[src/gb_mem_pkg.sv]
// ----------------------------------------------------------------------
// Cartridge RAM and ROM address widths
// Request and response structs of the shared cartridge RAM
// ----------------------------------------------------------------------

package gb_mem_pkg;

	localparam int CRAM_ADDR_W  = 15;  // 32 KB of cartridge RAM
	localparam int BLOCK_ADDR_W = 9;   // Byte offset within a 512-byte block
	localparam int LBA_W        = 6;   // Up to 64 blocks
	localparam int ROM_ADDR_W   = 23;  // 512 banks of 16 KB

	// Which peer a read belongs to
	typedef enum logic {
		OWNER_CPU    = 1'b0,
		OWNER_BACKUP = 1'b1
	} cram_owner_t;

	typedef struct packed {
		logic                   rd;
		logic                   wr;
		logic [CRAM_ADDR_W-1:0] addr;
		logic [7:0]             data;  // Write byte
	} cram_req_t;

	typedef struct packed {
		logic        valid;  // Read data present this cycle
		logic [7:0]  data;
		cram_owner_t owner;
	} cram_rsp_t;

endpackage

[src/cram_arbiter.sv]
// ----------------------------------------------------------------------
// Cartridge RAM arbiter between the CPU mapper and the backup streamer
// CPU always wins, read data is tagged with its owner
// ----------------------------------------------------------------------

`timescale 1ns/100ps

module cram_arbiter (
	input  logic                  clk_sys,
	input  logic                  reset,
	input  gb_mem_pkg::cram_req_t cpu_req,
	input  gb_mem_pkg::cram_req_t bk_req,
	output logic                  bk_gnt,
	output gb_mem_pkg::cram_req_t mem_req,
	input  logic [7:0]            mem_q,
	output gb_mem_pkg::cram_rsp_t rsp
);

	logic                    cpu_act;
	logic                    bk_act;
	logic                    rd_valid;  // A read went into the RAM last cycle
	gb_mem_pkg::cram_owner_t rd_owner;

	assign cpu_act = cpu_req.rd | cpu_req.wr;
	assign bk_act  = bk_req.rd | bk_req.wr;

	// Backup waits one cycle at most, CPU never issues twice in a row
	assign mem_req = cpu_act ? cpu_req : bk_req;
	assign bk_gnt  = bk_act & ~cpu_act;

	always_ff @(posedge clk_sys) begin
		if (reset) begin
			rd_valid <= 1'b0;
			rd_owner <= gb_mem_pkg::OWNER_CPU;
		end else begin
			rd_valid <= mem_req.rd;
			rd_owner <= cpu_act ? gb_mem_pkg::OWNER_CPU : gb_mem_pkg::OWNER_BACKUP;
		end
	end

	// Broadcast, each peer filters on owner
	assign rsp.valid = rd_valid;
	assign rsp.data  = mem_q;
	assign rsp.owner = rd_owner;

endmodule

[config.mk]
export PLATFORM = sky130hd
export DESIGN_NAME = cram_arbiter
export DESIGN_NICKNAME = d
export VERILOG_FILES = /design/src/gb_mem_pkg.sv /design/src/cram_arbiter.sv
export SDC_FILE = /design/constraint.sdc
export NUM_CORES = 1
export LEC_CHECK = 0
export ABC_AREA = 1
export BUFFER_PORTS_ARGS = -buffer_cell sky130_fd_sc_hd__buf_2
export CAP_MARGIN = 10
export CORE_ASPECT_RATIO = 0.75
export CORE_MARGIN = 1
export CORE_UTILIZATION = 26
export CTS_CLUSTER_SIZE = 20
export DETAILED_ROUTE_END_ITERATION = 6
export GPL_ROUTABILITY_DRIVEN = 0
export PLACE_DENSITY = 0.86
export SLEW_MARGIN = 0
export SYNTH_ARGS = -nofsm -noshare
export SYNTH_HDL_FRONTEND = slang
export SYNTH_SLANG_ARGS = --single-unit
[constraint.sdc]
create_clock -name clk_sys -period 1 [get_ports clk_sys]
set_input_delay 0 -clock clk_sys [delete_from_list [all_inputs] [get_ports clk_sys]]
set_output_delay 0 -clock clk_sys [all_outputs]
set_load 0.02 [all_outputs]
Yosys cells after proc, flatten, opt, wreduce, memory -nomap -nowiden:

Cells that the tools add are included.

* register bits: 2
* input port bits: 60
* output and inout port bits: 36

* muxes and demuxes: 2
* bitwise gates (word level): 4

Operator list (number)
* $mux W25: 1
* $or A1 B1 Y1: 2
* $and A1 B1 Y1: 1
* $mux W1: 1
* $not A1 Y1: 1

Longest topological paths before layout:

* depth in word-level cells: 3
* depth in mapped cells: 5
* gate-level depth less buffers: 4

Worst setup path before layout:

No wires, ideal clock.

* path kind: input to output
* from: in cpu_req[24] (netlist bit)
* to: out bk_gnt
* arrival time: 0.654 ns
* required time: 1.000 ns
* slack: 0.346 ns
* stages on the path: 4
* buffers on the path: 1
* path through: nor2_4 > inv_2 > buf_6 > nor2_1

* longest elaborated chain between the ends: 3

RTL lines
* from (decl): line cram_arbiter.sv:11 `input gb_mem_pkg::cram_req_t cpu_req,`
* $or A1 B1 Y1: line cram_arbiter.sv:24 `assign cpu_act = cpu_req.rd | cpu_req.wr;`
* $not A1 Y1: line cram_arbiter.sv:29 `assign bk_gnt = bk_act & ~cpu_act;`
* $and A1 B1 Y1: line cram_arbiter.sv:29
* to (decl): line cram_arbiter.sv:13 `output logic bk_gnt,`

Every way passes these cells.

==> flow_metrics.env <==
export IMPL_outcome="finished, final reports clean"
export IMPL_drive_above_1_share_pct=51.2
export IMPL_antenna_left=0
export IMPL_crit_buf_inv=3
export IMPL_final_cells=187
export IMPL_place_port_buffers=79
export IMPL_synth_cell_types=9
export IMPL_grt_first_pass_wirelength_mm=2.30
export IMPL_cts_tree="built"
export IMPL_internal_power_uw=392
export IMPL_yosys_warnings=0
export IMPL_start_util_pct=29.6
export IMPL_grt_overflow_total=0
export IMPL_yosys_area_top_type="nand2_1"
export IMPL_dieHeight_um=38.5
export IMPL_tightest_slew_ns=0.375
export IMPL_row_count=12
export IMPL_routed_wl_mm=1.64
export IMPL_synthCells=96
export IMPL_placedCellCount=183
export IMPL_syn_area_um2=462
export IMPL_cts_resized_gates=0
export IMPL_grt_max_degree=26
export IMPL_h_tree_depth=1
export IMPL_crit_fanout=25
export IMPL_cp_endpoint="mem_req[10]"
export IMPL_finalHoldViolCount=0
export IMPL_pwr_density_cell_nw_per_um2=834
export IMPL_drv_slew=0
export IMPL_p_seq_share_pct=12.4
export IMPL_dieArea_um2=1950
export IMPL_worstPathCellList="buf_2, nor2_4, inv_2, nand2_1, nand2_1, buf_2"
export IMPL_max_freq_ghz=1.26
export IMPL_io_pins=96
export IMPL_drv_cap=0
export IMPL_maxSlewHeadroom_pct=75.0
export IMPL_fp_dieW_um=50.7
export IMPL_synthTopCellsByArea="nand2_1 58%, buf_4 20%, dfxtp_1 8.7%"
export IMPL_worst_ep_arrival_time_ns=0.79
export IMPL_crit_slowest_cell="inv_2"
export IMPL_syn_to_final_growth_pct=78.3
export IMPL_grt_pass1_vias=596
export IMPL_crit_path_start_kind="input pin"
export IMPL_syn_nets=156
export IMPL_worstSetupStartpoint="cpu_req[24]"
export IMPL_crit_path_max_incr_delay_ns=0.28
export IMPL_postCtsSetupBuffers=0
export IMPL_drt_first_pass_iters=4
export IMPL_clkPwrFrac_pct=26.5
export IMPL_drt_iter0_markers=4
export IMPL_clock_root_buffer="clkbuf_4"
export IMPL_via_count=779
export IMPL_p_leak_uw=0.000589
export IMPL_n_antenna_cell=0
export IMPL_antenna_found_initial=0
export IMPL_max_vdd_ir_drop_v=0.000456
export IMPL_clock_sinks=2
export IMPL_path_class="in2out"
export IMPL_crit_family="buffers and inverters"
export IMPL_comb_power_share_pct=61.0
export IMPL_swShare_pct=42.9
export IMPL_wire_per_inst_um=8.78
export IMPL_cts_buffers=3
export IMPL_cp_depth=6
export IMPL_cp_end_kind="output port"
export IMPL_fillerInstances=170
export IMPL_grtUsageTotal_pct=15.7
export IMPL_period_minus_slack_ns=0.791
export IMPL_viasPerCell=4.17
export IMPL_cts_path_max_buffers=2
export IMPL_crit_required_ns=1.00
export IMPL_rsz0062_at_grt="no"
export IMPL_synth_seq_cells=2
export IMPL_fin_crit_sh_pct=79.1
export IMPL_min_path_type="in2out"
export IMPL_nets=228
export IMPL_coreArea_um2=1560
export IMPL_hpwl_mm=1.37
export IMPL_netlist_area_leader_share_pct=57.7
export IMPL_power_switching_uw=295
export IMPL_seq_area_um2=40.0
export IMPL_setup_viol=0
export IMPL_setup_tns_ns=0
export IMPL_avgSynthCellArea_um2=4.81
export IMPL_post_route_drc_count=0
export IMPL_synth_seq_area_share_pct=8.67
export IMPL_multi_input_area_um2=298
[cells in the final DEF, fill, tap and decap left out, drive strengths merged]
cell type | synthesis | layout
a21oi | 1 | 1
buf | 14 | 80
clkbuf | 0 | 3
dfxtp | 2 | 2
dlygate4sd3 | 0 | 1
inv | 3 | 3
nand2 | 71 | 71
nor2 | 5 | 5
[worst min-delay path by stage]
stage,slack [ns],startpoint,end,depth (start not counted)
finish,0.000009,mem_q[3],rsp[4],0
CTS,0.0001,mem_q[7],rsp[8],0
global placement,0.0001,mem_q[7],rsp[8],0
floorplan,0.07,reset,rd_owner$_SDFF_PP0_,1
global route,0.00003,mem_q[1],rsp[2],0
detailed placement,0.0001,mem_q[7],rsp[8],0
[logic make-up (layout without fill, tap and decap cells)]
family	count (synthesis)	in the layout	synth area share [%]
AND/OR/NAND/NOR	76	76	63.4
buffers and inverters	17	87	26.8
flip-flops	2	2	8.67
AO/OA/AOI/OAI	1	1	1.08
[synth_stat cells, drive strengths merged]
library cell  count
dfxtp             2
buf              14
inv               3
nand2            71
nor2              5
a21oi             1
[layer usage]
| layer | vias to the layer above | GRT usage, % | wire length, µm |
|---|---|---|---|
| met5 | - | 0 | 0 |
| met4 | 0 | 6.94 | 13 |
| met3 | 2 | 2.78 | 120 |
| met2 | 37 | 32.7 | 926 |
| met1 | 325 | 15.6 | 582 |
| li1 | 415 | - | - |
[power groups by stage]
| stage | Sequential (µW) | Combinational (µW) | Clock (µW) |
|---|---|---|---|
| after global routing | 85.9 | 458 | 185 |
| after floorplan | 86.5 | 282 | 0 |
| after CTS | 85.6 | 423 | 184 |
| final | 85.5 | 419 | 182 |
| after global placement | 86.4 | 409 | 0 |
| after detailed placement | 86.6 | 418 | 0 |
[per-stage QoR]
step | total power (µW) | setup WS (ns) | instance area, µm² | hold WS, ns | utilization, %
2_1_floorplan | 369 | 0.346 | 462 | 0.0724 | -
3_3_place_gp | 496 | 0.253 | 791 | 0.000149 | 50.6
3_5_place_dp | 505 | 0.202 | 791 | 0.000149 | 50.6
4_1_cts | 693 | 0.197 | 823 | 0.000149 | 52.7
5_1_grt | 728 | 0.119 | 823 | 0.0000293 | 52.7
6_report | 687 | 0.209 | 823 | 0.00000883 | 52.7
[area by class of cell]
cell class | instances | area share (%)
multi-input cells | 77 | 36.2
inverters | 3 | 1.37
flip-flops and latches | 2 | 4.86
clock buffers | 3 | 2.74
repair buffers | 81 | 51.7
well taps | 21 | 3.19
[sequential cells by signal, indices dropped and copies added, names as in the netlist]
| register | flops |
|---|---|
| rd_owner | 1 |
| rd_valid | 1 |
[repair_timing]
item	in CTS	in global routing
hold buffers	1	0
endpoints found under the hold margin	2	0
endpoints found under the setup margin	0	0
No activity file was read; power rests on OpenSTA's default activity.
