<file path="src/gb_cart_pkg.sv">
// ----------------------------------------------------------------------
// Cartridge header definitions shared by the capture, mapper and backup
// Header word addresses, RAM enable key, controller kind, header struct
// ----------------------------------------------------------------------

package gb_cart_pkg;

	// ------------------------------------------------------------------
	// Download stream and header layout
	// ------------------------------------------------------------------
	localparam int IOCTL_ADDR_W = 25;                   // Byte address of the download stream
	localparam logic [IOCTL_ADDR_W-1:0] HDR_TYPE_ADDR = 'h146; // Type in the upper byte
	localparam logic [IOCTL_ADDR_W-1:0] HDR_SIZE_ADDR = 'h148; // ROM size low, RAM size high

	localparam logic [3:0] RAM_ENABLE_KEY = 4'hA;       // Low nibble that opens the RAM
	localparam int ROM_BANK_W = 9;                      // Up to 512 banks of 16 KB

	// Controller kinds that the mapper knows
	typedef enum logic [1:0] {
		KIND_NONE = 2'd0,  // 32 KB linear
		KIND_MBC1 = 2'd1,
		KIND_MBC5 = 2'd2
	} mbc_kind_t;

	// Decoded header, valid once the header words went past
	typedef struct packed {
		mbc_kind_t             kind;
		logic                  battery;     // Cartridge keeps RAM across power off
		logic [ROM_BANK_W-1:0] rom_mask;    // Mirrors bank numbers onto the real ROM size
		logic [1:0]            ram_mask;    // RAM bank bits that exist
		logic [5:0]            last_block;  // Last 512-byte block of the save file
		logic                  has_ram;
		logic                  loading;     // Cartridge download in progress
	} cart_header_t;

endpackage

</file>
<file path="src/gb_mem_pkg.sv">
// ----------------------------------------------------------------------
// Cartridge RAM and ROM address widths
// Request and response structs of the shared cartridge RAM
// ----------------------------------------------------------------------

package gb_mem_pkg;

	localparam int CRAM_ADDR_W  = 15;  // 32 KB of cartridge RAM
	localparam int BLOCK_ADDR_W = 9;   // Byte offset within a 512-byte block
	localparam int LBA_W        = 6;   // Up to 64 blocks
	localparam int ROM_ADDR_W   = 23;  // 512 banks of 16 KB

	// Which peer a read belongs to
	typedef enum logic {
		OWNER_CPU    = 1'b0,
		OWNER_BACKUP = 1'b1
	} cram_owner_t;

	typedef struct packed {
		logic                   rd;
		logic                   wr;
		logic [CRAM_ADDR_W-1:0] addr;
		logic [7:0]             data;  // Write byte
	} cram_req_t;

	typedef struct packed {
		logic        valid;  // Read data present this cycle
		logic [7:0]  data;
		cram_owner_t owner;
	} cram_rsp_t;

endpackage

</file>
<file path="src/backup_streamer.sv">
// ----------------------------------------------------------------------
// Save and load of the cartridge RAM over the block device
// Block sequencing, buffer access queue, pending save flag
// ----------------------------------------------------------------------

`timescale 1ns/100ps

module backup_streamer (
	input  logic                                  clk_sys,
	input  logic                                  reset,
	input  gb_cart_pkg::cart_header_t             header,
	input  logic                                  img_mounted,
	input  logic                                  bk_load,
	input  logic                                  bk_save,
	input  logic                                  cpu_ram_wr,
	output logic [gb_mem_pkg::LBA_W-1:0]          sd_lba,
	output logic                                  sd_rd,
	output logic                                  sd_wr,
	input  logic                                  sd_ack,
	input  logic [gb_mem_pkg::BLOCK_ADDR_W-1:0]   sd_buff_addr,
	input  logic                                  sd_buff_wr,
	input  logic                                  sd_buff_rd,
	input  logic [7:0]                            sd_buff_dout,
	output logic [7:0]                            sd_buff_din,
	output logic                                  sd_buff_valid,
	output gb_mem_pkg::cram_req_t                 req,
	input  logic                                  bk_gnt,
	input  gb_mem_pkg::cram_rsp_t                 rsp,
	output logic                                  sav_pending,
	output logic                                  bk_busy
);

	logic supported;  // Battery RAM with a mounted save image
	logic loading;    // Direction of the running transfer
	logic old_ack;
	logic start;

	assign supported = header.battery & header.has_ram & img_mounted;
	assign start     = ~bk_busy & supported & (bk_load | bk_save);

	// ------------------------------------------------------------------
	// Block sequencer
	// ------------------------------------------------------------------
	always_ff @(posedge clk_sys) begin
		if (reset) begin
			bk_busy <= 1'b0;
			loading <= 1'b0;
			sd_lba  <= '0;
			sd_rd   <= 1'b0;
			sd_wr   <= 1'b0;
			old_ack <= 1'b0;
		end else begin
			old_ack <= sd_ack;
			if (~old_ack & sd_ack)
				{sd_rd, sd_wr} <= 2'b00;                // Host took the block request
			if (start) begin
				bk_busy <= 1'b1;
				loading <= bk_load;
				sd_lba  <= '0;
				sd_rd   <= bk_load;
				sd_wr   <= ~bk_load;
			end else if (bk_busy && old_ack && !sd_ack) begin
				if (sd_lba == header.last_block)
					bk_busy <= 1'b0;                     // Whole RAM done
				else begin
					sd_lba <= sd_lba + 1'b1;
					sd_rd  <= loading;
					sd_wr  <= ~loading;
				end
			end
		end
	end

	// ------------------------------------------------------------------
	// Buffer strobes wait here until the arbiter grants them
	// ------------------------------------------------------------------
	always_ff @(posedge clk_sys) begin
		if (reset) begin
			req.rd <= 1'b0;
			req.wr <= 1'b0;
		end else if (sd_ack && (sd_buff_rd || sd_buff_wr)) begin
			req.rd <= sd_buff_rd;
			req.wr <= sd_buff_wr;
		end else if (bk_gnt) begin
			req.rd <= 1'b0;
			req.wr <= 1'b0;
		end
	end

	always_ff @(posedge clk_sys) begin
		if (sd_ack && (sd_buff_rd || sd_buff_wr)) begin
			req.addr <= {sd_lba, sd_buff_addr};  // Block number picks the 512-byte slice
			req.data <= sd_buff_dout;
		end
	end

	// Read byte goes straight back to the host
	assign sd_buff_valid = rsp.valid && (rsp.owner == gb_mem_pkg::OWNER_BACKUP);
	assign sd_buff_din   = rsp.data;

	always_ff @(posedge clk_sys) begin
		if (reset)
			sav_pending <= 1'b0;
		else if (start)
			sav_pending <= 1'b0;
		else if (cpu_ram_wr && supported)
			sav_pending <= 1'b1;
	end

endmodule

</file>
<file path="config.mk">
export PLATFORM = sky130hd
export DESIGN_NAME = backup_streamer
export DESIGN_NICKNAME = d
export VERILOG_FILES = /design/src/gb_cart_pkg.sv /design/src/gb_mem_pkg.sv /design/src/backup_streamer.sv
export SDC_FILE = /design/constraint.sdc
export NUM_CORES = 1
export LEC_CHECK = 0
export BUFFER_PORTS_ARGS = -buffer_cell sky130_fd_sc_hd__buf_2
export CAP_MARGIN = 10
export CORE_ASPECT_RATIO = 1.5
export CORE_MARGIN = 2
export CORE_UTILIZATION = 43
export DETAILED_ROUTE_END_ITERATION = 8
export PLACE_DENSITY = 0.9
export SETUP_SLACK_MARGIN = 0.3
export SYNTH_ARGS = -nofsm -noshare
export SYNTH_HDL_FRONTEND = slang
export SYNTH_SLANG_ARGS = --single-unit
</file>
<file path="constraint.sdc">
create_clock -name clk_sys -period 4.38 [get_ports clk_sys]
set_clock_uncertainty 0.1 [all_clocks]
set_input_delay 0 -clock clk_sys [delete_from_list [all_inputs] [get_ports clk_sys]]
set_output_delay 0 -clock clk_sys [all_outputs]
set_load 0.01 [all_outputs]
</file>
**Yosys cells after proc, flatten, opt, wreduce, memory -nomap -nowiden**

Cells that the tools add are included.

- Flip-flop bits (word level): 37
- Output and inout bits: 44

- Add/subtract/negate cells: 1
- Eq/ne operators: 1
- Muxes and demuxes: 13
- Bitwise gates (word level): 11
- Reduce and logical (&&, ||, !) cells: 13

Operators with widths:

| kind | count |
|---|---|
| $mux W1 | 11 |
| $add A6 B1 Y6 const B | 1 |
| $eq A6 B6 Y1 | 1 |
| $reduce_bool A2 Y1 | 3 |
| $and A1 B1 Y1 | 5 |
| $logic_and A1 B1 Y1 | 5 |
| $not A1 Y1 | 5 |
| $mux W2 | 2 |
| $reduce_and A2 Y1 | 2 |
| $reduce_or A2 Y1 | 1 |
| $logic_not A1 Y1 | 1 |
| $logic_or A1 B1 Y1 | 1 |
| $or A1 B1 Y1 | 1 |

**Depth between registers and ports, before layout**

- Depth after elaboration: 6
- Gate-level depth with buffers: 5
- Gate-level depth less buffers: 5

**Worst setup path before layout**

No wires, ideal clock.

- Kind: register -> register
- From: register sd_lba[4] in the netlist's numbering
- To: register sd_wr
- Setup time: 0.086 ns
- Data arrival time: 1.616 ns
- Required time: 4.194 ns
- Slack: 2.578 ns
- Stages on the path, launching flop included: 6
- Buffers on the path: 0
- Clock period less this slack: 1.802 ns
- Cell sequence: dfxtp_1 xor2_1 nor4_4 a21oi_2 mux2_4 a221oi_2

- Cells in the longest elaborated chain, start to end: 4

RTL lines:

| element | RTL line | source |
|---|---|---|
| start: declaration | backup_streamer.sv:16 | `output logic [gb_mem_pkg::LBA_W-1:0] sd_lba,` |
| start signal: assignment | backup_streamer.sv:66 | `sd_lba <= sd_lba + 1'b1;` |
| $eq A6 B6 Y1 | backup_streamer.sv:63 | `if (sd_lba == header.last_block)` |
| $mux W1 | backup_streamer.sv:63 |  |
| $mux W1 | backup_streamer.sv:62 | `end else if (bk_busy && old_ack && !sd_ack) begin` |
| $mux W1 | backup_streamer.sv:56 | `if (start) begin` |
| end signal: assignment | backup_streamer.sv:61 | `sd_wr <= ~bk_load;` |
| end signal: assignment | backup_streamer.sv:68 | `sd_wr <= ~loading;` |
| end: declaration | backup_streamer.sv:18 | `output logic sd_wr,` |

No other way between the ends.
A chain may end at the register's enable or synchronous reset.

**Worst setup path in the final report**

Ends and elaborated chain as after synthesis.

==> flow_metrics.env <==
export IMPL_outcome="completed"
export IMPL_start_util_pct=45.2
export IMPL_grt_ovfl_total=0
export IMPL_min_path_cells=3
export IMPL_worstRegToRegCells=6
export IMPL_yosysSeqAreaShare_pct=67.3
export IMPL_placed_cells=206
export IMPL_vdd_ir_drop_max_v=0.000257
export IMPL_grt_pass1_vias=1190
export IMPL_hpwl_mm=2.05
export IMPL_cp_arrival_ns=2.66
export IMPL_ys_ff_latch=37
export IMPL_reg2reg_to="sd_wr"
export IMPL_multiInputGateArea_um2=408
export IMPL_path_cells="xor2_1, nor4_4, a21oi_2, mux2_4, a221oi_2, dlygate4sd3_1"
export IMPL_avgRoutedWirePerCell_um=13.1
export IMPL_worst_path_max_fanout=6
export IMPL_port_buffers=72
export IMPL_power_density_nw_per_um2=315
export IMPL_reg2reg_setup_slack_ns=1.85
export IMPL_fin_tns_setup_ns=0
export IMPL_cts_buffer_depth=2
export IMPL_cts_buffers=5
export IMPL_final_max_slew_viol_count=0
export IMPL_instances_no_fill=249
export IMPL_worstReg2RegStart="sd_lba[4]"
export IMPL_synth_edf_count=23
export IMPL_postSynth_asyncResetShare_pct=0
export IMPL_register_area_um2=971
export IMPL_yosys_warnings=0
export IMPL_cts_tree="built"
export IMPL_wl_mm=3.27
export IMPL_layout_drive_gt1_share_pct=40.2
export IMPL_cellLeakagePower_nw=0.963
export IMPL_cp_slowest_stage_delay_ns=0.57
export IMPL_synthFlopType="edfxtp_1"
export IMPL_htreeDepth=2
export IMPL_path_clk_slew_ns=0.07
export IMPL_diodes=0
export IMPL_root_buffer="clkbuf_8"
export IMPL_drt_vias_per_instance=4.82
export IMPL_num_vias=1201
export IMPL_place_area_um2=1790
export IMPL_postSynthAreaPerCell_um2=14.0
export IMPL_syn_num_nets=163
export IMPL_hold_viol=0
export IMPL_areaGrowthSynthToFinish_pct=53.9
export IMPL_antenna_found_initial=0
export IMPL_boundaryPins=103
export IMPL_period_share_pct=57.9
export IMPL_hold_slack_ns=0.0762
export IMPL_crit_required_ns=4.50
export IMPL_first_pass_iters=4
export IMPL_drc=0
export IMPL_end_kind="register"
export IMPL_ys_types=30
export IMPL_ant_nets=0
export IMPL_nets=268
export IMPL_cts_sinks=37
export IMPL_first_iter_violations=19
export IMPL_grt_pass1_wl_mm=5.11
export IMPL_row_count=25
export IMPL_synthCells=103
export IMPL_critical_path_class="reg2reg"
export IMPL_ctsResizeCount=0
export IMPL_nFillCells=241
export IMPL_min_to="bk_busy"
export IMPL_grt_usage_pct=18.2
export IMPL_maxCapViolations=0
export IMPL_slowest_stage="dlygate4sd3_1"
export IMPL_fin_crit_ns=2.53
export IMPL_grt_max_degree=24
export IMPL_min_delay_start="bk_save"
export IMPL_tightest_slew_ns=0.922
export IMPL_synth_area_um2=1440
export IMPL_relSlewSlack_pct=38.5
export IMPL_hold_class="in2reg"
export IMPL_rsz0062_at_grt="no"
export IMPL_coreArea_um2=3190
export IMPL_clock_fmax_mhz=395
export IMPL_cp_start_kind="register"
export IMPL_fin_area_um2=2220
export IMPL_dieArea_um2=3840
export IMPL_clk_latency_ns=0.28
export IMPL_dieHeight_um=74.9
export IMPL_gp_congestion=0.697
export IMPL_die_w_um=51.3
export IMPL_setup_viol=0
## synth_stat cells, types with 2 or more instances
cell,count,area share [%]
nand2_1,8,2.1
xnor2_1,4,2.4
nand3b_1,4,2.1
a21oi_1,5,1.7
nand2b_1,2,0.87
nand3_1,2,0.69
a211oi_1,2,1.0
xor2_1,6,3.6
edfxtp_1,23,48
nor2_1,7,1.8
buf_4,8,4.2
dfxtp_1,14,19
## final cells by class
class	count	share of cell area (%)
repair buffers	107	32.0
flip-flops and latches	37	43.7
multi-input cells	57	18.4
well taps	40	2.25
clock buffers	5	3.10
clock inverters	3	0.563
## state kept, by name (all words and copies together) (netlist names)
register / flops
old_ack: 1
sd_lba: 6
loading: 1
sav_pending: 1
sd_rd: 1
bk_busy: 1
sd_wr: 1
req: 25
## per-layer routing
| layer | vias to the layer above | share of wire (%) | GRT usage (%) |
|---|---|---|---|
| met5 | - | 0 | 0 |
| met4 | 0 | 0.25 | 6.14 |
| met3 | 2 | 6.6 | 5.56 |
| met2 | 56 | 56 | 33.5 |
| met1 | 567 | 37 | 19.8 |
| li1 | 576 | - | - |
## power breakdown
group          switching [mW]  leakage [nW]  internal, mW  total (mW)
Clock                   0.106        0.0430         0.107       0.213
Sequential            0.00506         0.338         0.391       0.396
Combinational          0.0427         0.582        0.0497      0.0924
Total                   0.153         0.963         0.547       0.701
## metrics by stage
step | util [%] | power (mW) | setup WS [ns]
6_report | 69.6 | 0.701 | 1.85
5_1_grt | 69.6 | 0.736 | 1.71
4_1_cts | 69.6 | 0.707 | 1.87
3_5_place_dp | 56.1 | 0.469 | 2.44
3_3_place_gp | 56.1 | 0.467 | 2.49
2_1_floorplan | - | 0.439 | 2.58
## placed cells by master, fill, tap and decap left out, drive strengths merged, types with 2 or more instances in the layout
cell and count:
a211oi 2, clkbuf 5, nand2 8, nor2 7, a21oi 6, nand2b 2, edfxtp 23, xnor2 4
nand3b 4, nand3 2, buf 72, mux2 2, dlygate4sd3 35, dfxtp 14, xor2 6, clkinv 3
## timing repair
item	CTS	global route
hold buffers	35	0
hold endpoints to repair	33	0
buffers inserted	0	0
## worst max-delay path, delay by kind of cell, from the launching register on
family                    cells  cell delay (ns)
and+or+nand+nor               1             0.12
xor gates and xnor gates      1             0.30
DFF                           1             0.45
buffers and inverters         1             0.57
muxes                         1             0.35
AOI/OAI and AO/OA             2             0.59
## worst max-delay path by stage
stage | from | end | depth (start not counted)
after CTS | sd_lba[4] | sd_wr | 6
after global routing | sd_lba[4] | sd_wr | 6
after global placement | sd_lba[0] | sd_wr | 5
after detailed placement | sd_lba[4] | sd_wr | 5
after floorplan | sd_lba[4] | sd_wr | 5
final | sd_lba[4] | sd_wr | 6
## kinds of logic after synthesis
logic type	after synthesis	synth area share, %
DFF	37	67.3
and+or+nand+nor	28	11.2
AOI/OAI and AO/OA	15	7.63
xor gates and xnor gates	10	6.07
buffers and inverters	9	4.42
muxes	3	2.51
adders and majority gates	1	0.867
(Power assumes the default switching activity.)
