`config.mk`:
```
export PLATFORM = sky130hd
export DESIGN_NAME = cart_header_capture
export DESIGN_NICKNAME = d
export VERILOG_FILES = /design/src/gb_cart_pkg.sv /design/src/cart_header_capture.sv
export SDC_FILE = /design/constraint.sdc
export NUM_CORES = 1
export LEC_CHECK = 0
export ABC_CLOCK_PERIOD_IN_PS = 2230
export BUFFER_PORTS_ARGS = -buffer_cell sky130_fd_sc_hd__buf_2
export CAP_MARGIN = 20
export CORE_MARGIN = 2
export CORE_UTILIZATION = 42
export CTS_CLUSTER_SIZE = 24
export DETAILED_ROUTE_END_ITERATION = 10
export PLACE_DENSITY = 0.76
export SYNTH_ARGS = -nofsm -noshare
export SYNTH_HDL_FRONTEND = slang
export SYNTH_SLANG_ARGS = --single-unit
```
`constraint.sdc`:
```
create_clock -name clk_sys -period 2.23 [get_ports clk_sys]
set_clock_uncertainty 0.2 [all_clocks]
set_input_delay 0.669 -clock clk_sys [delete_from_list [all_inputs] [get_ports clk_sys]]
set_output_delay 0.669 -clock clk_sys [all_outputs]
set_load 0.1 [all_outputs]
```
`src/gb_cart_pkg.sv`:
```
// ----------------------------------------------------------------------
// Cartridge header definitions shared by the capture, mapper and backup
// Header word addresses, RAM enable key, controller kind, header struct
// ----------------------------------------------------------------------

package gb_cart_pkg;

	// ------------------------------------------------------------------
	// Download stream and header layout
	// ------------------------------------------------------------------
	localparam int IOCTL_ADDR_W = 25;                   // Byte address of the download stream
	localparam logic [IOCTL_ADDR_W-1:0] HDR_TYPE_ADDR = 'h146; // Type in the upper byte
	localparam logic [IOCTL_ADDR_W-1:0] HDR_SIZE_ADDR = 'h148; // ROM size low, RAM size high

	localparam logic [3:0] RAM_ENABLE_KEY = 4'hA;       // Low nibble that opens the RAM
	localparam int ROM_BANK_W = 9;                      // Up to 512 banks of 16 KB

	// Controller kinds that the mapper knows
	typedef enum logic [1:0] {
		KIND_NONE = 2'd0,  // 32 KB linear
		KIND_MBC1 = 2'd1,
		KIND_MBC5 = 2'd2
	} mbc_kind_t;

	// Decoded header, valid once the header words went past
	typedef struct packed {
		mbc_kind_t             kind;
		logic                  battery;     // Cartridge keeps RAM across power off
		logic [ROM_BANK_W-1:0] rom_mask;    // Mirrors bank numbers onto the real ROM size
		logic [1:0]            ram_mask;    // RAM bank bits that exist
		logic [5:0]            last_block;  // Last 512-byte block of the save file
		logic                  has_ram;
		logic                  loading;     // Cartridge download in progress
	} cart_header_t;

endpackage

```
`src/cart_header_capture.sv`:
```
// ----------------------------------------------------------------------
// Cartridge header capture from the download stream
// Decodes controller kind, battery, ROM and RAM masks, save size
// ----------------------------------------------------------------------

`timescale 1ns/100ps

module cart_header_capture (
	input  logic                                 clk_sys,
	input  logic                                 reset,
	input  logic                                 ioctl_download,
	input  logic                                 ioctl_wr,
	input  logic [gb_cart_pkg::IOCTL_ADDR_W-1:0] ioctl_addr,
	input  logic [15:0]                          ioctl_dout,
	output gb_cart_pkg::cart_header_t            header
);

	logic [7:0] cart_type;  // Header byte 147
	logic [7:0] rom_size;   // Header byte 148
	logic [7:0] ram_size;   // Header byte 149

	// Grab the two header words as they stream past
	always_ff @(posedge clk_sys) begin
		if (reset) begin
			cart_type <= 8'd0;
			rom_size  <= 8'd0;
			ram_size  <= 8'd0;
		end else if (ioctl_download && ioctl_wr) begin
			if (ioctl_addr == gb_cart_pkg::HDR_TYPE_ADDR)
				cart_type <= ioctl_dout[15:8];            // Low byte is the SGB flag
			if (ioctl_addr == gb_cart_pkg::HDR_SIZE_ADDR)
				{ram_size, rom_size} <= ioctl_dout;
		end
	end

	always_comb begin
		header.kind = gb_cart_pkg::KIND_NONE;
		if (cart_type >= 8'h01 && cart_type <= 8'h03)
			header.kind = gb_cart_pkg::KIND_MBC1;
		else if (cart_type >= 8'h19 && cart_type <= 8'h1E)
			header.kind = gb_cart_pkg::KIND_MBC5;

		header.battery = (cart_type == 8'h03) || (cart_type == 8'h1B) || (cart_type == 8'h1E);

		// Size code n means 2 << n banks
		if (rom_size <= 8'd8)
			header.rom_mask = ~({gb_cart_pkg::ROM_BANK_W{1'b1}} << (rom_size[3:0] + 4'd1));
		else
			header.rom_mask = 9'h07F;                     // Odd sizes fold onto 128 banks

		header.ram_mask = (ram_size == 8'd3) ? 2'b11 : 2'b00;  // Only 32 KB has 4 banks

		case (ram_size)
			8'd1:    header.last_block = 6'd3;   // 2 KB
			8'd2:    header.last_block = 6'd15;  // 8 KB
			8'd3:    header.last_block = 6'd63;  // 32 KB
			default: header.last_block = 6'd0;
		endcase

		header.has_ram = |ram_size;
		header.loading = ioctl_download;
	end

endmodule

```
# Word-level counts from Yosys, hierarchy flattened
# Index checks and enable logic that the tools add are counted.
[op_classes]
n_eq_ne = 8
magnitude_cmp = 5
shift = 1
n_mux = 5
add_sub_neg = 1
reduce_logical = 8
bitwise_logic = 1
[ops]
columns = ["operator", "count"]
rows = [
  ["$eq A25 B9 Y1 const B", 2],
  ["$eq A8 B2 Y1 const B", 3],
  ["$pmux W6 S3", 1],
  ["$eq A8 B5 Y1 const B", 2],
  ["$mux W9", 1],
  ["$not A9 Y9", 1],
  ["$shl A9 B4 Y9 const A", 1],
  ["$eq A8 B1 Y1 const B", 1],
  ["$ge A8 B1 Y1 const B", 1],
  ["$ge A8 B5 Y1 const B", 1],
  ["$le A8 B2 Y1 const B", 1],
  ["$le A8 B4 Y1 const B", 1],
  ["$le A8 B5 Y1 const B", 1],
  ["$reduce_or A8 Y1", 1],
  ["$mux W2", 3],
  ["$add A4 B1 Y4 const B", 1],
  ["$reduce_and A2 Y1", 2],
  ["$logic_and A1 B1 Y1", 3],
  ["$logic_or A1 B1 Y1", 2],
]
[totals]
word_cells = 32
reg_bits = 24
in_bits = 45

# Depth between registers and ports, before layout
# Gate-level depths: netlist of the first run.
[depth]
depth_word = 4
depth_mapped = 6
mapped_depth_nobuf = 5

# Worst setup path after synthesis of the first run
# No wires, ideal clock.
[synth_path]
path_kind = "reg-to-output"
start = "register ram_size[3]"
end = "output header[3] (netlist name)"
arrival_time_ps = 4413
stages_incl_launch_ff = 4
path_slack_ps = -3052
t_required_ps = 1361
path_cell_list = "dfxtp_1 -> or4_1 -> nor4_1 -> buf_4"
[synth_rtl]
columns = ["element", "line", "rtl"]
rows = [
  ["start: declaration", "cart_header_capture.sv:20", "logic [7:0] ram_size;"],
  ["start signal: assignment", "cart_header_capture.sv:32", "{ram_size, rom_size} <= ioctl_dout;"],
  ["end: declaration", "cart_header_capture.sv:15", "output gb_cart_pkg::cart_header_t header"],
]

==> out/qor.txt, run 1 <==
gr busiest metal: met2
worst min path class: reg2reg
utilization after layout: 74.07%
gp weighted congestion: 0.7964
router iterations before antenna repair: 4
Slew @ Worst Pin: 0.5128 ns
die height: 62.63 um
Worst Path Required: 1.36 ns
CTS root buf: clkbuf_4
# rows: 21
Worst Setup Slack, final: -0.5061 ns
Area Overhead vs Synth: 69.84%
YS warnings: 0
Final Routed Wirelength: 4.208 mm
Vias/cell: 5.559
RSZ-0062 raised after global routing: yes
final hold vios: 0
share of layout cells above drive strength 1: 53.31%
dominant cell type by area after synthesis: dfxtp_1
die width: 62.63 um
failing checks: negative setup slack
residual DRC count: 0
most common cell after layout, fill and taps aside: buf_2
Net Count, Synth: 224
final setup TNS: -8.426 ns
per-cell routed wire length: 14.61 um
met2 GRT Util: 38.84%
Nets: 292
f_max: 0.3655 GHz
placed cells: 280
top cells by area, synth: dfxtp_1 (33%), nand4_1 (11%), a21oi_1 (9.0%)
Detailed Place HPWL: 3.010 mm
met1 Use GR: 26.12%
post-synthesis sequential area ratio: 33.28%
Max FO, Critical Path: 3
first-pass GRT wire length: 6.969 mm
Worst Setup Path Type: reg2out
final worst-path cycle share: 122.7%
remaining global-route overflow: 0
CTS H-Tree Depth: 1
iteration-0 DRC count of the detailed router: 45
GRT Total Usage: 21.85%
final instance area: 2452 um2
CP endpoint kind: output pin
ys flop type: dfxtp_1
top cell type's share of synthesized area: 33.28%
post-route insts no fill: 288
Slew Viols, Final: 0
syn_area_per_cell: 8.251 um2
Lkg Pwr: 0.9156 nW
number of setup violations in the final report: 21
shortest period the worst path allows: 2.736 ns
CTS Buf Count: 3
M3 GR Usage: 2.703%
CP arrival: 1.87 ns
clock buffer depth: 2
Max VDD drop: 0.3274 mV
ant diodes: 0
Yosys reg bits: 24
pwr/cell area: 299.4 nW/um2
number of global-route vias before repair: 1554
pin count of the biggest net entering global routing: 25
Worst-Skew Late Latency: 0.31 ns
commonest non-fill, non-tap cells in the layout: buf_2 (44), nand4_1 (25), a21oi_1 (24), buf_12 (24), o21ai_0 (23)
# clock sinks: 24
EDFF count, synth: 0
Clock transition at path regs: 0.12 ns
Post-synth ARST share: 0%
count of different cell masters after synthesis: 38
Top Ports: 67
CTS tree: done
Slew HR: 65.57%
Port-buffer cells: 66
Vias: 1601
cell area after synthesis: 1444 um2
Starting Density: 43.61%
number of antenna violations at the first check in global routing: 0
Post-DRT Antenna Nets: 0
status: finished, violations left
Worst setup SP type: register
Area after DPL: 2220 um2
max-cap viol count: 0
post-synthesis cell count: 175
core area: 3311 um2
full die area: 3923 um2
worst max-delay path, cell delays in order (launching register included):
cell	delay [ns]
dfxtp_2	0.34
or4_4	0.55
nor2_4	0.14
and2_4	0.25
o21ai_4	0.09
buf_12	0.18
per-stage QoR:
stage               power [mW]  hold WS, ns  setup WS (ns)
finish                  0.7341       0.2823        -0.5061
global route            0.7578       0.3196        -0.5733
CTS                     0.7386       0.2825        -0.4902
detailed placement      0.5162       0.2666        -0.2344
global placement        0.5138       0.2630        -0.2095
floorplan               0.4625       0.2437        -0.9750
cells in the mapped netlist (all sizes together) (2+ instances only):
cell type	n
nand3	3
or2	2
buf	13
nor2	4
o21ai	26
nor3	3
ha	4
nand2	9
clkbuf	7
xnor2	2
or4	2
inv	2
nor4	4
and2	3
dfxtp	24
a21oi	26
nor4b	2
nand4	25
routing by layer:
layer	wire [um]	part of all wire, %
met1	1593	38
met2	2322	55
met3	149	3.5
met4	143	3.4
met5	0	0
kinds of logic after synthesis:
family | after synthesis | synth area share, %
compound gates | 58 | 21.49
xor+xnor | 3 | 1.820
simple gates | 64 | 29.98
fa+ha+maj | 4 | 3.466
buf+inv | 22 | 9.965
flops | 24 | 33.28
timing repair:
action,in CTS,in global routing
buffers inserted,2,2
setup endpoints to repair,20,21
pin swaps,6,4
hold buffers,0,0
resized for setup,37,8
power breakdown:
part	switching, mW	total, mW	internal (mW)
Sequential	0.00000000561	0.427	0.427
Clock	0.128	0.228	0.0998
Combinational	0.0402	0.0792	0.0390
sequential cells by signal (all words and copies together) (netlist names):
signal     cells
cart_type      8
ram_size       8
rom_size       8
path summary, 6_finish.rpt:
check	from	endpoint	slack, ns	cells after the start
setup / recovery	rom_size[5]$_SDFFE_PP0P_	header[14]	-0.51	5
setup reg to reg	cart_type[1]$_SDFFE_PP0P_	cart_type[1]$_SDFFE_PP0P_	1.19	2
hold reg to reg	ram_size[5]$_SDFFE_PP0P_	ram_size[5]$_SDFFE_PP0P_	0.28	2
hold / removal	ram_size[5]$_SDFFE_PP0P_	ram_size[5]$_SDFFE_PP0P_	0.28	2
final cells by class:
cell class,instances,area [um2]
timing repair buffer,83,832.0
tap,46,57.56
clock buffer,4,36.28
fill,249,858.3
inverter,2,7.507
sequential,24,495.5
multi-input combinational,129,1023
Power figures use the tool's default switching activity.
==> inputs of run 2 (changes only) <==
--- a/config.mk
+++ b/config.mk
@@ -14,4 +14,5 @@
 export DETAILED_ROUTE_END_ITERATION = 10
 export PLACE_DENSITY = 0.76
+export SKIP_CTS_REPAIR_TIMING = 1
 export SYNTH_ARGS = -nofsm -noshare
 export SYNTH_HDL_FRONTEND = slang
--- a/constraint.sdc
+++ b/constraint.sdc
@@ -3,3 +3,3 @@
 set_input_delay 0.669 -clock clk_sys [delete_from_list [all_inputs] [get_ports clk_sys]]
 set_output_delay 0.669 -clock clk_sys [all_outputs]
-set_load 0.1 [all_outputs]
+set_load 0.02 [all_outputs]
==> out/qor.txt, run 2 (same netlist as run 1, synthesis figures left out) <==
router iterations before antenna repair: 4
Starting Density: 43.61%
Worst Setup Path Type: reg2out
worst min path class: reg2reg
Detailed Place HPWL: 2.627 mm
remaining global-route overflow: 0
Port-buffer cells: 66
RSZ-0062 raised after global routing: yes
number of global-route vias before repair: 1513
Logic pwr share: 9.5%
# rows: 21
final hold vios: 0
sequential power share: 58.7%
worst slack at placement: -0.07808 ns
Cell Int Power: 564.5 uW
post-route insts no fill: 285
iteration-0 DRC count of the detailed router: 51
P_sw: 165.5 uW
Slew @ Worst Pin: 0.4315 ns
Max FO, Critical Path: 3
Worst-Skew Late Latency: 0.32 ns
final hold slack: 0.2818 ns
share of layout cells above drive strength 1: 47.28%
pin count of the biggest net entering global routing: 25
Lkg Pwr: 0.8232 nW
CTS Buf Count: 3
Top Ports: 67
CTS root buf: clkbuf_4
CTS H-Tree Depth: 1
final worst-path cycle share: 118.6%
# clock sinks: 24
residual DRC count: 0
Nets: 289
Vias/cell: 5.512
Area Overhead vs Synth: 40.29%
core area: 3311 um2
register area: 488.0 um2
GRT Total Usage: 19.15%
Vias: 1571
fill count: 312
placed cells: 278
most common cell after layout, fill and taps aside: buf_2
CP arrival: 1.78 ns
Slew Viols, Final: 0
Post-DRT Antenna Nets: 0
gp weighted congestion: 0.8470
die height: 62.63 um
clock share of power: 31.8%
Total Power: 729.9 uW
pwr/cell area: 360.3 nW/um2
ant diodes: 0
full die area: 3923 um2
slowest CP cell: or4_4
clock buffer depth: 2
number of antenna violations at the first check in global routing: 0
Slew HR: 71.23%
CP endpoint kind: output pin
Worst Path Required: 1.36 ns
per-cell routed wire length: 12.57 um
Worst R2R Path Depth: 2
Max VDD drop: 0.3972 mV
Final Routed Wirelength: 3.582 mm
commonest non-fill, non-tap cells in the layout: buf_2 (52), a21oi_1 (25), nand4_1 (25), o21ai_0 (24), dfxtp_1 (18)
f_max: 0.3781 GHz
top flop regs: cart_type (8), ram_size (8), rom_size (8)
Worst Setup Slack, final: -0.4145 ns
number of setup violations in the final report: 19
Worst setup SP type: register
Switching Fraction: 22.67%
max-cap viol count: 0
CP Cell Sequence: or4_4, nor2_4, o21ai_2, or2_4, buf_2
multi-input logic area: 903.4 um2
CP peak stage delay: 0.54 ns
status: finished, violations left
utilization after layout: 61.19%
failing checks: negative setup slack
die width: 62.63 um
CTS tree: done
shortest period the worst path allows: 2.644 ns
hold path cells: 2
first-pass GRT wire length: 6.299 mm
Clock transition at path regs: 0.13 ns
## run 2: changes by cell type in the layout (fill, tap and decap cells not counted), sizes merged
cell	change
buf	-3
## run 2: metal layers
layer  routed length (um)  share of wire [%]  track usage, %  vias to the layer above
met5                    0                  0               0                        -
li1                     -                  -               -                      782
met4                   23               0.64           3.333                        0
met3                  237                6.6           4.505                        5
met1                 1448                 40           22.66                      732
met2                 1873                 52           35.35                       52
## run 2: worst paths after layout
path              slack (ns)                     start                       end
setup / recovery       -0.41  rom_size[5]$_SDFFE_PP0P_                header[12]
hold / removal          0.28  ram_size[6]$_SDFFE_PP0P_  ram_size[6]$_SDFFE_PP0P_
setup reg to reg        1.22  rom_size[2]$_SDFFE_PP0P_  rom_size[2]$_SDFFE_PP0P_
hold reg to reg         0.28  ram_size[6]$_SDFFE_PP0P_  ram_size[6]$_SDFFE_PP0P_
## run 2: worst max-delay path, delay by kind of cell (launching register included)
family	cells	cell delay, ns
AOI/OAI and AO/OA	1	0.08
buffers and inverters	1	0.15
DFF	1	0.34
and+or+nand+nor	3	0.88
## run 2: through the flow
step                setup TNS (ns)  instance area (um2)
global placement           -0.1261                 1854
detailed placement         -0.2407                 1854
finish                      -6.150                 2026
global route                -7.491                 2026
CTS                         -6.459                 1891
floorplan                  -0.1115                 1506
## run 2: power by group through the flow
stage               sequential (mW)  clock (mW)  combinational (mW)
finish                        0.429       0.232              0.0695
global route                  0.429       0.256              0.0762
CTS                           0.429       0.238              0.0701
detailed placement            0.438           0              0.0698
global placement              0.438           0              0.0696
floorplan                     0.438           0              0.0197
## run 2: layout make-up
| class | instances | area share, % |
|---|---|---|
| inverters | 2 | 0.3706 |
| clock buffers | 4 | 1.791 |
| multi-input cells | 129 | 44.60 |
| well taps | 46 | 2.841 |
| flip-flops and latches | 24 | 24.09 |
| repair buffers | 80 | 26.31 |
