<file path="src/gb_cart_pkg.sv">
// ----------------------------------------------------------------------
// Cartridge header definitions shared by the capture, mapper and backup
// Header word addresses, RAM enable key, controller kind, header struct
// ----------------------------------------------------------------------

package gb_cart_pkg;

	// ------------------------------------------------------------------
	// Download stream and header layout
	// ------------------------------------------------------------------
	localparam int IOCTL_ADDR_W = 25;                   // Byte address of the download stream
	localparam logic [IOCTL_ADDR_W-1:0] HDR_TYPE_ADDR = 'h146; // Type in the upper byte
	localparam logic [IOCTL_ADDR_W-1:0] HDR_SIZE_ADDR = 'h148; // ROM size low, RAM size high

	localparam logic [3:0] RAM_ENABLE_KEY = 4'hA;       // Low nibble that opens the RAM
	localparam int ROM_BANK_W = 9;                      // Up to 512 banks of 16 KB

	// Controller kinds that the mapper knows
	typedef enum logic [1:0] {
		KIND_NONE = 2'd0,  // 32 KB linear
		KIND_MBC1 = 2'd1,
		KIND_MBC5 = 2'd2
	} mbc_kind_t;

	// Decoded header, valid once the header words went past
	typedef struct packed {
		mbc_kind_t             kind;
		logic                  battery;     // Cartridge keeps RAM across power off
		logic [ROM_BANK_W-1:0] rom_mask;    // Mirrors bank numbers onto the real ROM size
		logic [1:0]            ram_mask;    // RAM bank bits that exist
		logic [5:0]            last_block;  // Last 512-byte block of the save file
		logic                  has_ram;
		logic                  loading;     // Cartridge download in progress
	} cart_header_t;

endpackage

</file>
<file path="src/gb_mem_pkg.sv">
// ----------------------------------------------------------------------
// Cartridge RAM and ROM address widths
// Request and response structs of the shared cartridge RAM
// ----------------------------------------------------------------------

package gb_mem_pkg;

	localparam int CRAM_ADDR_W  = 15;  // 32 KB of cartridge RAM
	localparam int BLOCK_ADDR_W = 9;   // Byte offset within a 512-byte block
	localparam int LBA_W        = 6;   // Up to 64 blocks
	localparam int ROM_ADDR_W   = 23;  // 512 banks of 16 KB

	// Which peer a read belongs to
	typedef enum logic {
		OWNER_CPU    = 1'b0,
		OWNER_BACKUP = 1'b1
	} cram_owner_t;

	typedef struct packed {
		logic                   rd;
		logic                   wr;
		logic [CRAM_ADDR_W-1:0] addr;
		logic [7:0]             data;  // Write byte
	} cram_req_t;

	typedef struct packed {
		logic        valid;  // Read data present this cycle
		logic [7:0]  data;
		cram_owner_t owner;
	} cram_rsp_t;

endpackage

</file>
<file path="src/mbc_mapper.sv">
// ----------------------------------------------------------------------
// Memory bank controller for no MBC, MBC1 and MBC5
// Bank registers, ROM and RAM address mapping, CPU read data
// ----------------------------------------------------------------------

`timescale 1ns/100ps

module mbc_mapper (
	input  logic                                  clk_sys,
	input  logic                                  reset,
	input  gb_cart_pkg::cart_header_t             header,
	input  logic                                  ce_cpu,
	input  logic [15:0]                           cart_addr,
	input  logic                                  cart_rd,
	input  logic                                  cart_wr,
	input  logic [7:0]                            cart_di,
	output logic [7:0]                            cart_do,
	output logic [gb_mem_pkg::ROM_ADDR_W-1:0]     rom_addr,
	output logic                                  rom_rd,
	input  logic [7:0]                            rom_data,
	output gb_mem_pkg::cram_req_t                 req,
	input  gb_mem_pkg::cram_rsp_t                 rsp,
	output logic                                  cpu_ram_wr
);

	logic                               ram_en;    // RAM gate opened by the key
	logic [gb_cart_pkg::ROM_BANK_W-1:0] rom_bank;
	logic [1:0]                         ram_bank;  // Also upper ROM bits on MBC1
	logic                               mode;      // MBC1 banking mode
	logic                               sel_ram;   // Last CPU read went to cart RAM
	logic [7:0]                         ram_q;     // Held RAM read byte
	logic                               is_mbc1;
	logic                               is_mbc5;
	logic                               rd_stb;
	logic                               wr_stb;
	logic                               is_cram;
	logic                               ram_ok;
	logic                               cpu_rsp;
	logic [gb_cart_pkg::ROM_BANK_W-1:0] bank_hi;   // Bank seen at 4000-7FFF
	logic [gb_cart_pkg::ROM_BANK_W-1:0] bank_lo;   // Bank seen at 0000-3FFF
	logic [1:0]                         ram_bank_eff;

	assign is_mbc1 = header.kind == gb_cart_pkg::KIND_MBC1;
	assign is_mbc5 = header.kind == gb_cart_pkg::KIND_MBC5;
	assign rd_stb  = ce_cpu & cart_rd;
	assign wr_stb  = ce_cpu & cart_wr;
	assign is_cram = cart_addr[15:13] == 3'b101;  // A000-BFFF
	assign ram_ok  = ram_en & header.has_ram;
	assign cpu_rsp = rsp.valid && (rsp.owner == gb_mem_pkg::OWNER_CPU);

	// ------------------------------------------------------------------
	// Register writes, decoded by 8 KB region
	// ------------------------------------------------------------------
	always_ff @(posedge clk_sys) begin
		if (reset || header.loading) begin
			ram_en   <= 1'b0;
			rom_bank <= 9'd1;
			ram_bank <= 2'd0;
			mode     <= 1'b0;
		end else if (wr_stb) begin
			case (cart_addr[15:13])
				3'b000: ram_en <= cart_di[3:0] == gb_cart_pkg::RAM_ENABLE_KEY;
				3'b001: begin
					if (is_mbc1)                          // Bank 0 reads as 1
						rom_bank <= {4'd0, (cart_di[4:0] == 5'd0) ? 5'd1 : cart_di[4:0]};
					else if (is_mbc5 && cart_addr[12])
						rom_bank[8] <= cart_di[0];          // 3000-3FFF
					else if (is_mbc5)
						rom_bank[7:0] <= cart_di;           // 2000-2FFF, 0 allowed
				end
				3'b010: ram_bank <= cart_di[1:0];
				3'b011: begin
					if (is_mbc1)
						mode <= cart_di[0];
				end
				default: ;
			endcase
		end
	end

	// ROM banking
	always_comb begin
		bank_lo = '0;
		case (header.kind)
			gb_cart_pkg::KIND_MBC1: begin
				bank_hi = {2'b00, ram_bank, rom_bank[4:0]} & header.rom_mask;
				if (mode)                                 // Upper bits reach bank 0 area too
					bank_lo = {2'b00, ram_bank, 5'd0} & header.rom_mask;
			end
			gb_cart_pkg::KIND_MBC5: bank_hi = rom_bank & header.rom_mask;
			default:                bank_hi = 9'd1;      // Plain 32 KB
		endcase
	end

	assign rom_addr = {cart_addr[14] ? bank_hi : bank_lo, cart_addr[13:0]};
	assign rom_rd   = rd_stb & ~cart_addr[15];

	// MBC1 only banks RAM in mode 1
	assign ram_bank_eff = (is_mbc5 || (is_mbc1 && mode)) ? (ram_bank & header.ram_mask) : 2'd0;

	assign req.rd     = rd_stb & is_cram & ram_ok;
	assign req.wr     = wr_stb & is_cram & ram_ok;
	assign req.addr   = {ram_bank_eff, cart_addr[12:0]};
	assign req.data   = cart_di;
	assign cpu_ram_wr = req.wr;

	// ------------------------------------------------------------------
	// Read data path
	// ------------------------------------------------------------------
	always_ff @(posedge clk_sys) begin
		if (reset)
			sel_ram <= 1'b0;
		else if (rd_stb)
			sel_ram <= is_cram;
	end

	always_ff @(posedge clk_sys) begin
		if (rd_stb && is_cram && !ram_ok)
			ram_q <= 8'hFF;                             // Closed or absent RAM
		else if (cpu_rsp)
			ram_q <= rsp.data;
	end

	// ROM byte is live, RAM byte comes a cycle later and then holds
	assign cart_do = (rom_rd || !sel_ram) ? rom_data : (cpu_rsp ? rsp.data : ram_q);

endmodule

</file>
<file path="config.mk">
export PLATFORM = sky130hd
export DESIGN_NAME = mbc_mapper
export DESIGN_NICKNAME = d
export VERILOG_FILES = /design/src/gb_cart_pkg.sv /design/src/gb_mem_pkg.sv /design/src/mbc_mapper.sv
export SDC_FILE = /design/constraint.sdc
export NUM_CORES = 1
export LEC_CHECK = 0
export BUFFER_PORTS_ARGS = -buffer_cell sky130_fd_sc_hd__buf_2
export CORE_MARGIN = 5
export CORE_UTILIZATION = 44
export CTS_BUF_LIST = sky130_fd_sc_hd__clkbuf_2
export CTS_CLUSTER_DIAMETER = 60
export CTS_CLUSTER_SIZE = 40
export DETAILED_ROUTE_END_ITERATION = 16
export MAX_ROUTING_LAYER = met4
export PLACE_DENSITY_LB_ADDON = 0.05
export SYNTH_ARGS = -nofsm -noshare
export SYNTH_HDL_FRONTEND = slang
export SYNTH_SLANG_ARGS = --single-unit
</file>
<file path="constraint.sdc">
create_clock -name clk_sys -period 3.9 [get_ports clk_sys]
set_input_delay 0.39 -clock clk_sys [delete_from_list [all_inputs] [get_ports clk_sys]]
set_output_delay 0.39 -clock clk_sys [all_outputs]
set_load 0.02 [all_outputs]
</file>
-- Word-level counts from Yosys, hierarchy flattened
Cells that the tools add are included.
W data, S select, Z words.
- register bits after elaboration: 22
- equal/unequal tests: 8
- multiplexer cells: 12
- bitwise gates (word level): 14
- reductions and logical operators: 19
- operators by type and width (kind ; number):
    $mux W9 ; 4
    $mux W8 ; 4
    $and A7 B9 Y9 ; 2
    $pmux W9 S2 ; 1
    $and A9 B9 Y9 ; 1
    $and A1 B1 Y1 ; 8
    $eq A3 B2 Y1 const B ; 2
    $reduce_and A3 Y1 ; 2
    $logic_and A1 B1 Y1 ; 5
    $logic_not A5 Y1 ; 1
    $mux W5 ; 1
    $eq A4 B4 Y1 const B ; 1
    $reduce_and A2 Y1 ; 2
    $reduce_and A4 Y1 ; 1
    $reduce_bool A2 Y1 ; 2
    $eq A3 B1 Y1 const B ; 1
    $eq A3 B3 Y1 const B ; 1
    $logic_not A3 Y1 ; 1
    $logic_or A1 B1 Y1 ; 3
    $and A2 B2 Y2 ; 1
    $eq A2 B1 Y1 const B ; 1
    $eq A2 B2 Y1 const B ; 1
    $logic_not A1 Y1 ; 2
    $mux W2 ; 1
    3 further kinds ; 4

-- Logic depth before layout (Yosys ltp)
- word-level depth: 4
- depth in mapped cells: 6
- mapped depth without buffers: 5

-- Worst setup path before layout
Ideal clock, no wire load.
- path kind: input to output
- start: input cart_addr[14]
- end: output req[23] (netlist name)
- arrival time: 1.480 ns
- data required time: 3.510 ns
- path slack: 2.030 ns
- cell stages on the path: 4
- path buffers: 2
- cell sequence: buf_6 > nand3b_4 > nor3_1 > buf_4
- cells in the longest elaborated chain, start to end: 3
- RTL lines (what ; RTL line ; text):
    from (decl) ; mbc_mapper.sv:13 ; input logic [15:0] cart_addr,
    $eq A3 B3 Y1 ; mbc_mapper.sv:47 ; assign is_cram = cart_addr[15:13] == 3'b101;
    $and A1 B1 Y1 (2 in a row) ; mbc_mapper.sv:102 ; assign req.wr = wr_stb & is_cram & ram_ok;
    to (decl) ; mbc_mapper.sv:21 ; output gb_mem_pkg::cram_req_t req,
Every way passes these cells.

-- Final worst setup path
- start: input header[20] (netlist name)
- end: output rom_addr[17] (netlist name)
- cells in the longest elaborated chain, start to end: 3
- elaborated cells between the ends (all ways): 5
- classes of those cells: eq/ne (2); mux (3)
- RTL lines (what ; RTL line ; text):
    from (decl) ; mbc_mapper.sv:11 ; input gb_cart_pkg::cart_header_t header,
    $eq A2 B2 Y1 / $eq A2 B1 Y1 (equally long branches) ; mbc_mapper.sv:84 ; case (header.kind)
    $pmux W9 S2 / $mux W9 (equally long branches) ; mbc_mapper.sv:84 ;
    $mux W9 (*) ; mbc_mapper.sv:95 ; assign rom_addr = {cart_addr[14] ? bank_hi : bank_lo, cart_addr[13:0]};
    to (decl) ; mbc_mapper.sv:18 ; output logic [gb_mem_pkg::ROM_ADDR_W-1:0] rom_addr,
Every way passes the cells marked *; elsewhere a longest branch is shown, timed or not.

==> metrics.txt <==
# TYPE chip_impl_metric gauge
chip_impl_info{name="run_status",value="finished, final reports clean"} 1
chip_impl_metric{name="vdd.ir_drop.worst",unit="mV"} 0.163
chip_impl_metric{name="ys_async_sr_fraction",unit=""} 0
chip_impl_metric{name="cts.repair_timing.setup_buffer_count",unit=""} 0
chip_impl_metric{name="drt-vias-per-instance",unit=""} 4.95
chip_impl_metric{name="h-tree-depth",unit=""} 1
chip_impl_metric{name="dp.final_hpwl",unit="mm"} 3.17
chip_impl_metric{name="fin_worst_hold_slack",unit="ns"} 0.256
chip_impl_info{name="critical_hold_path_startpoint",value="reset"} 1
chip_impl_metric{name="initial_core_util",unit=""} 0.447
chip_impl_metric{name="rows",unit=""} 22
chip_impl_metric{name="final_critical_path_setup_slack",unit="ns"} 1.72
chip_impl_info{name="worstSetupStartpointType",value="input port"} 1
chip_impl_metric{name="port_buffers",unit=""} 83
chip_impl_metric{name="first_iter_violations",unit=""} 16
chip_impl_metric{name="worst_pin_slew",unit="ns"} 0.763
chip_impl_metric{name="p_leak",unit="nW"} 0.871
chip_impl_metric{name="postSynthAreaPerCell",unit="µm²"} 8.66
chip_impl_metric{name="wire_length_of_the_first_global_routing_pass",unit="mm"} 5.98
chip_impl_info{name="tritoncts",value="yes"} 1
chip_impl_metric{name="finalHoldViolCount",unit=""} 0
chip_impl_metric{name="layout.cells.non_filler",unit=""} 280
chip_impl_info{name="endpoint_kind",value="output port"} 1
chip_impl_metric{name="floorplan.die.width",unit="µm"} 70.5
chip_impl_metric{name="layout-area-overhead-vs-synth",unit="%"} 12.1
chip_impl_metric{name="syn-cell-area",unit="µm²"} 1610
chip_impl_metric{name="worst_hold_path.num_cells",unit=""} 2
chip_impl_metric{name="clock_sinks",unit=""} 22
chip_impl_info{name="synthTopCellsByArea",value="dfxtp_1 27%, buf_4 17%, mux2_2 11%"} 1
chip_impl_metric{name="final_core_util",unit=""} 0.501
chip_impl_metric{name="drtPass1Iterations",unit=""} 2
chip_impl_metric{name="placed_cells_incl_taps",unit=""} 276
chip_impl_info{name="whs_endpoint",value="sel_ram$_SDFFE_PP0P_"} 1
chip_impl_metric{name="seq_area",unit="µm²"} 440
chip_impl_info{name="hold_crit_path_type",value="input port to flop"} 1
chip_impl_metric{name="finalCriticalPeriod",unit="ns"} 2.18
chip_impl_metric{name="final_antenna_net_count",unit=""} 0
chip_impl_metric{name="core-area",unit="µm²"} 3610
chip_impl_metric{name="first_global_vias",unit=""} 1350
chip_impl_metric{name="arrival",unit="ns"} 1.79
chip_impl_metric{name="globalplace.congestion",unit=""} 0.791
chip_impl_metric{name="slew_headroom",unit=""} 0.488
chip_impl_metric{name="cts_resized",unit=""} 0
chip_impl_metric{name="setup-tns-final",unit="ns"} 0
chip_impl_metric{name="finalMaxSlewViolations",unit=""} 0
chip_impl_metric{name="clock_insertion_delay_worst_skew",unit="ns"} 0.32
chip_impl_metric{name="clkSlewWorstSetupHoldPaths",unit="ns"} 0.20
chip_impl_metric{name="ys.warnings.count",unit=""} 0
chip_impl_metric{name="die_h",unit="µm"} 70.5
chip_impl_metric{name="routed_wire_length_per_instance",unit="µm"} 13.6
chip_impl_metric{name="antenna_cells_inserted",unit=""} 0
chip_impl_metric{name="proportion_of_synthesized_chip_area_in_sequential_cells",unit=""} 0.273
chip_impl_info{name="synth_largest_area_cell",value="dfxtp_1"} 1
chip_impl_metric{name="maxCapViolCount",unit=""} 0
chip_impl_metric{name="ff2ff_path_depth",unit=""} 3
chip_impl_metric{name="yosys.cell_types.count",unit=""} 36
chip_impl_metric{name="multi_input_comb_area",unit="µm²"} 838
chip_impl_info{name="ys_flop_type",value="dfxtp_1"} 1
chip_impl_info{name="timing.setup.critical_path_class",value="input port to output port"} 1
chip_impl_info{name="grt_setup_unrepaired",value="no"} 1
chip_impl_metric{name="synth_edf_count",unit=""} 0
chip_impl_metric{name="yosysTopAreaCellShare",unit=""} 0.273
chip_impl_metric{name="number_of_antenna_violations_at_the_first_check_in_global_routing",unit=""} 0
chip_impl_metric{name="cts-buffers-inserted",unit=""} 3
chip_impl_metric{name="num-nets-final",unit=""} 305
chip_impl_info{name="yosys.cell_count.top_type",value="buf_4"} 1
chip_impl_metric{name="worst-path-max-fanout",unit=""} 4
chip_impl_metric{name="postRouteWirelength",unit="mm"} 3.80
chip_impl_metric{name="boundaryPins",unit=""} 127
chip_impl_metric{name="drive_above_1_share",unit=""} 0.461
chip_impl_metric{name="final.fill_count",unit=""} 380
chip_impl_info{name="post_synth_most_frequent_cells",value="37 x buf_4, 24 x nand2_1, 22 x dfxtp_1"} 1
chip_impl_metric{name="grt_start_max_net_pins",unit=""} 22
chip_impl_metric{name="netlist_instances",unit=""} 186
chip_impl_metric{name="synth_seq_cells",unit=""} 22
chip_impl_metric{name="pre_cts_slack",unit="ns"} 1.71
chip_impl_metric{name="via_count",unit=""} 1387
chip_impl_info{name="clockRootBuffer",value="clkbuf_2"} 1
chip_impl_metric{name="syn-num-nets",unit=""} 258
chip_impl_metric{name="clock_skew",unit="ns"} 0.000591
chip_impl_metric{name="r2r_slack",unit="ns"} 2.85
chip_impl_metric{name="hold_buffers",unit=""} 0
chip_impl_metric{name="drcViolationCount",unit=""} 0
chip_impl_metric{name="worstPathRequired",unit="ns"} 3.51
chip_impl_metric{name="timing.fmax",unit="MHz"} 458
chip_impl_metric{name="p_per_area",unit="nW/µm²"} 252
chip_impl_metric{name="grt_overflow",unit=""} 0
chip_impl_metric{name="cts-root-to-sink-buffers",unit=""} 2
chip_impl_metric{name="global_route.usage.total",unit=""} 0.152
chip_impl_info{name="rr_endpoint",value="ram_en$_SDFFE_PP0P_"} 1
chip_impl_metric{name="setup_viol",unit=""} 0
chip_impl_metric{name="fin_crit_sh",unit=""} 0.560
chip_impl_metric{name="die_area",unit="µm²"} 4970
chip_impl_info{name="timing.rr.start",value="ram_en$_SDFFE_PP0P_"} 1
metal layers:
layer	global-route usage	share of wire	wire (µm)	vias to the layer above
li1	-	-	-	689
met1	0.165	0.39	1480	631
met2	0.259	0.51	1920	63
met3	0.0691	0.10	382	4
met4	0.0213	0.0045	17	0
met5	-	0	0	-
worst max-delay path by stage:
| stage | slack [ns] | to | from |
|---|---|---|---|
| floorplan | 2.03 | req[23] | cart_addr[14] |
| global placement | 1.75 | rom_addr[17] | header[20] |
| detailed placement | 1.71 | rom_addr[17] | header[20] |
| CTS | 1.71 | rom_addr[17] | header[20] |
| global route | 1.62 | rom_addr[17] | header[20] |
| finish | 1.72 | rom_addr[17] | header[20] |
placed cells by master (no fill, tap or decap), types with 3 or more instances in the layout:
cell type / n
nand2b_1: 9
nor2_1: 8
and3_1: 6
buf_2: 83
o21ai_0: 3
nand3b_1: 4
nor3_1: 4
ha_1: 3
nand2_1: 24
dfxtp_1: 22
clkbuf_2: 3
a21oi_1: 4
inv_1: 7
mux2i_1: 10
mux2_2: 16
kinds of logic (layout without fill, tap and decap cells):
group	Yosys count	in the layout	share of synthesized area
adder cells (fa/ha/maj)	3	3	0.0233
multiplexers	26	26	0.174
AO/OA/AOI/OAI	16	16	0.0699
AND/OR/NAND/NOR	70	70	0.253
buffers and inverters	49	95	0.207
flip-flops	22	22	0.273
report_power, final:
part           switching (mW)  internal, mW
Sequential            0.00328         0.239
Combinational          0.0641        0.0593
Clock                  0.0672        0.0223
flip-flops by register name (all words and copies together), names as in the netlist:
signal	flops
mode	1
ram_bank	2
rom_bank	9
ram_q	8
sel_ram	1
ram_en	1
cell type report:
cell class                 instances  share of cell area
clock buffer                       3             0.00831
multi-input combinational        115               0.464
timing repair buffer              84               0.234
clock inverter                     1             0.00208
tap                               48              0.0332
inverter                           7              0.0145
sequential                        22               0.244
through the flow:
step                      power [mW]  area [µm²]
after global routing           0.481        1810
after global placement         0.369        1790
after CTS                      0.463        1810
after floorplan                0.364        1610
after detailed placement       0.373        1790
final                          0.456        1810
critical path, cell delays in order:
cell	delay [ns]
buf_2	0.10
inv_1	0.04
ha_1	0.37
or2b_1	0.29
nor2_1	0.25
and3_1	0.19
buf_2	0.16
(Power assumes the default switching activity.)
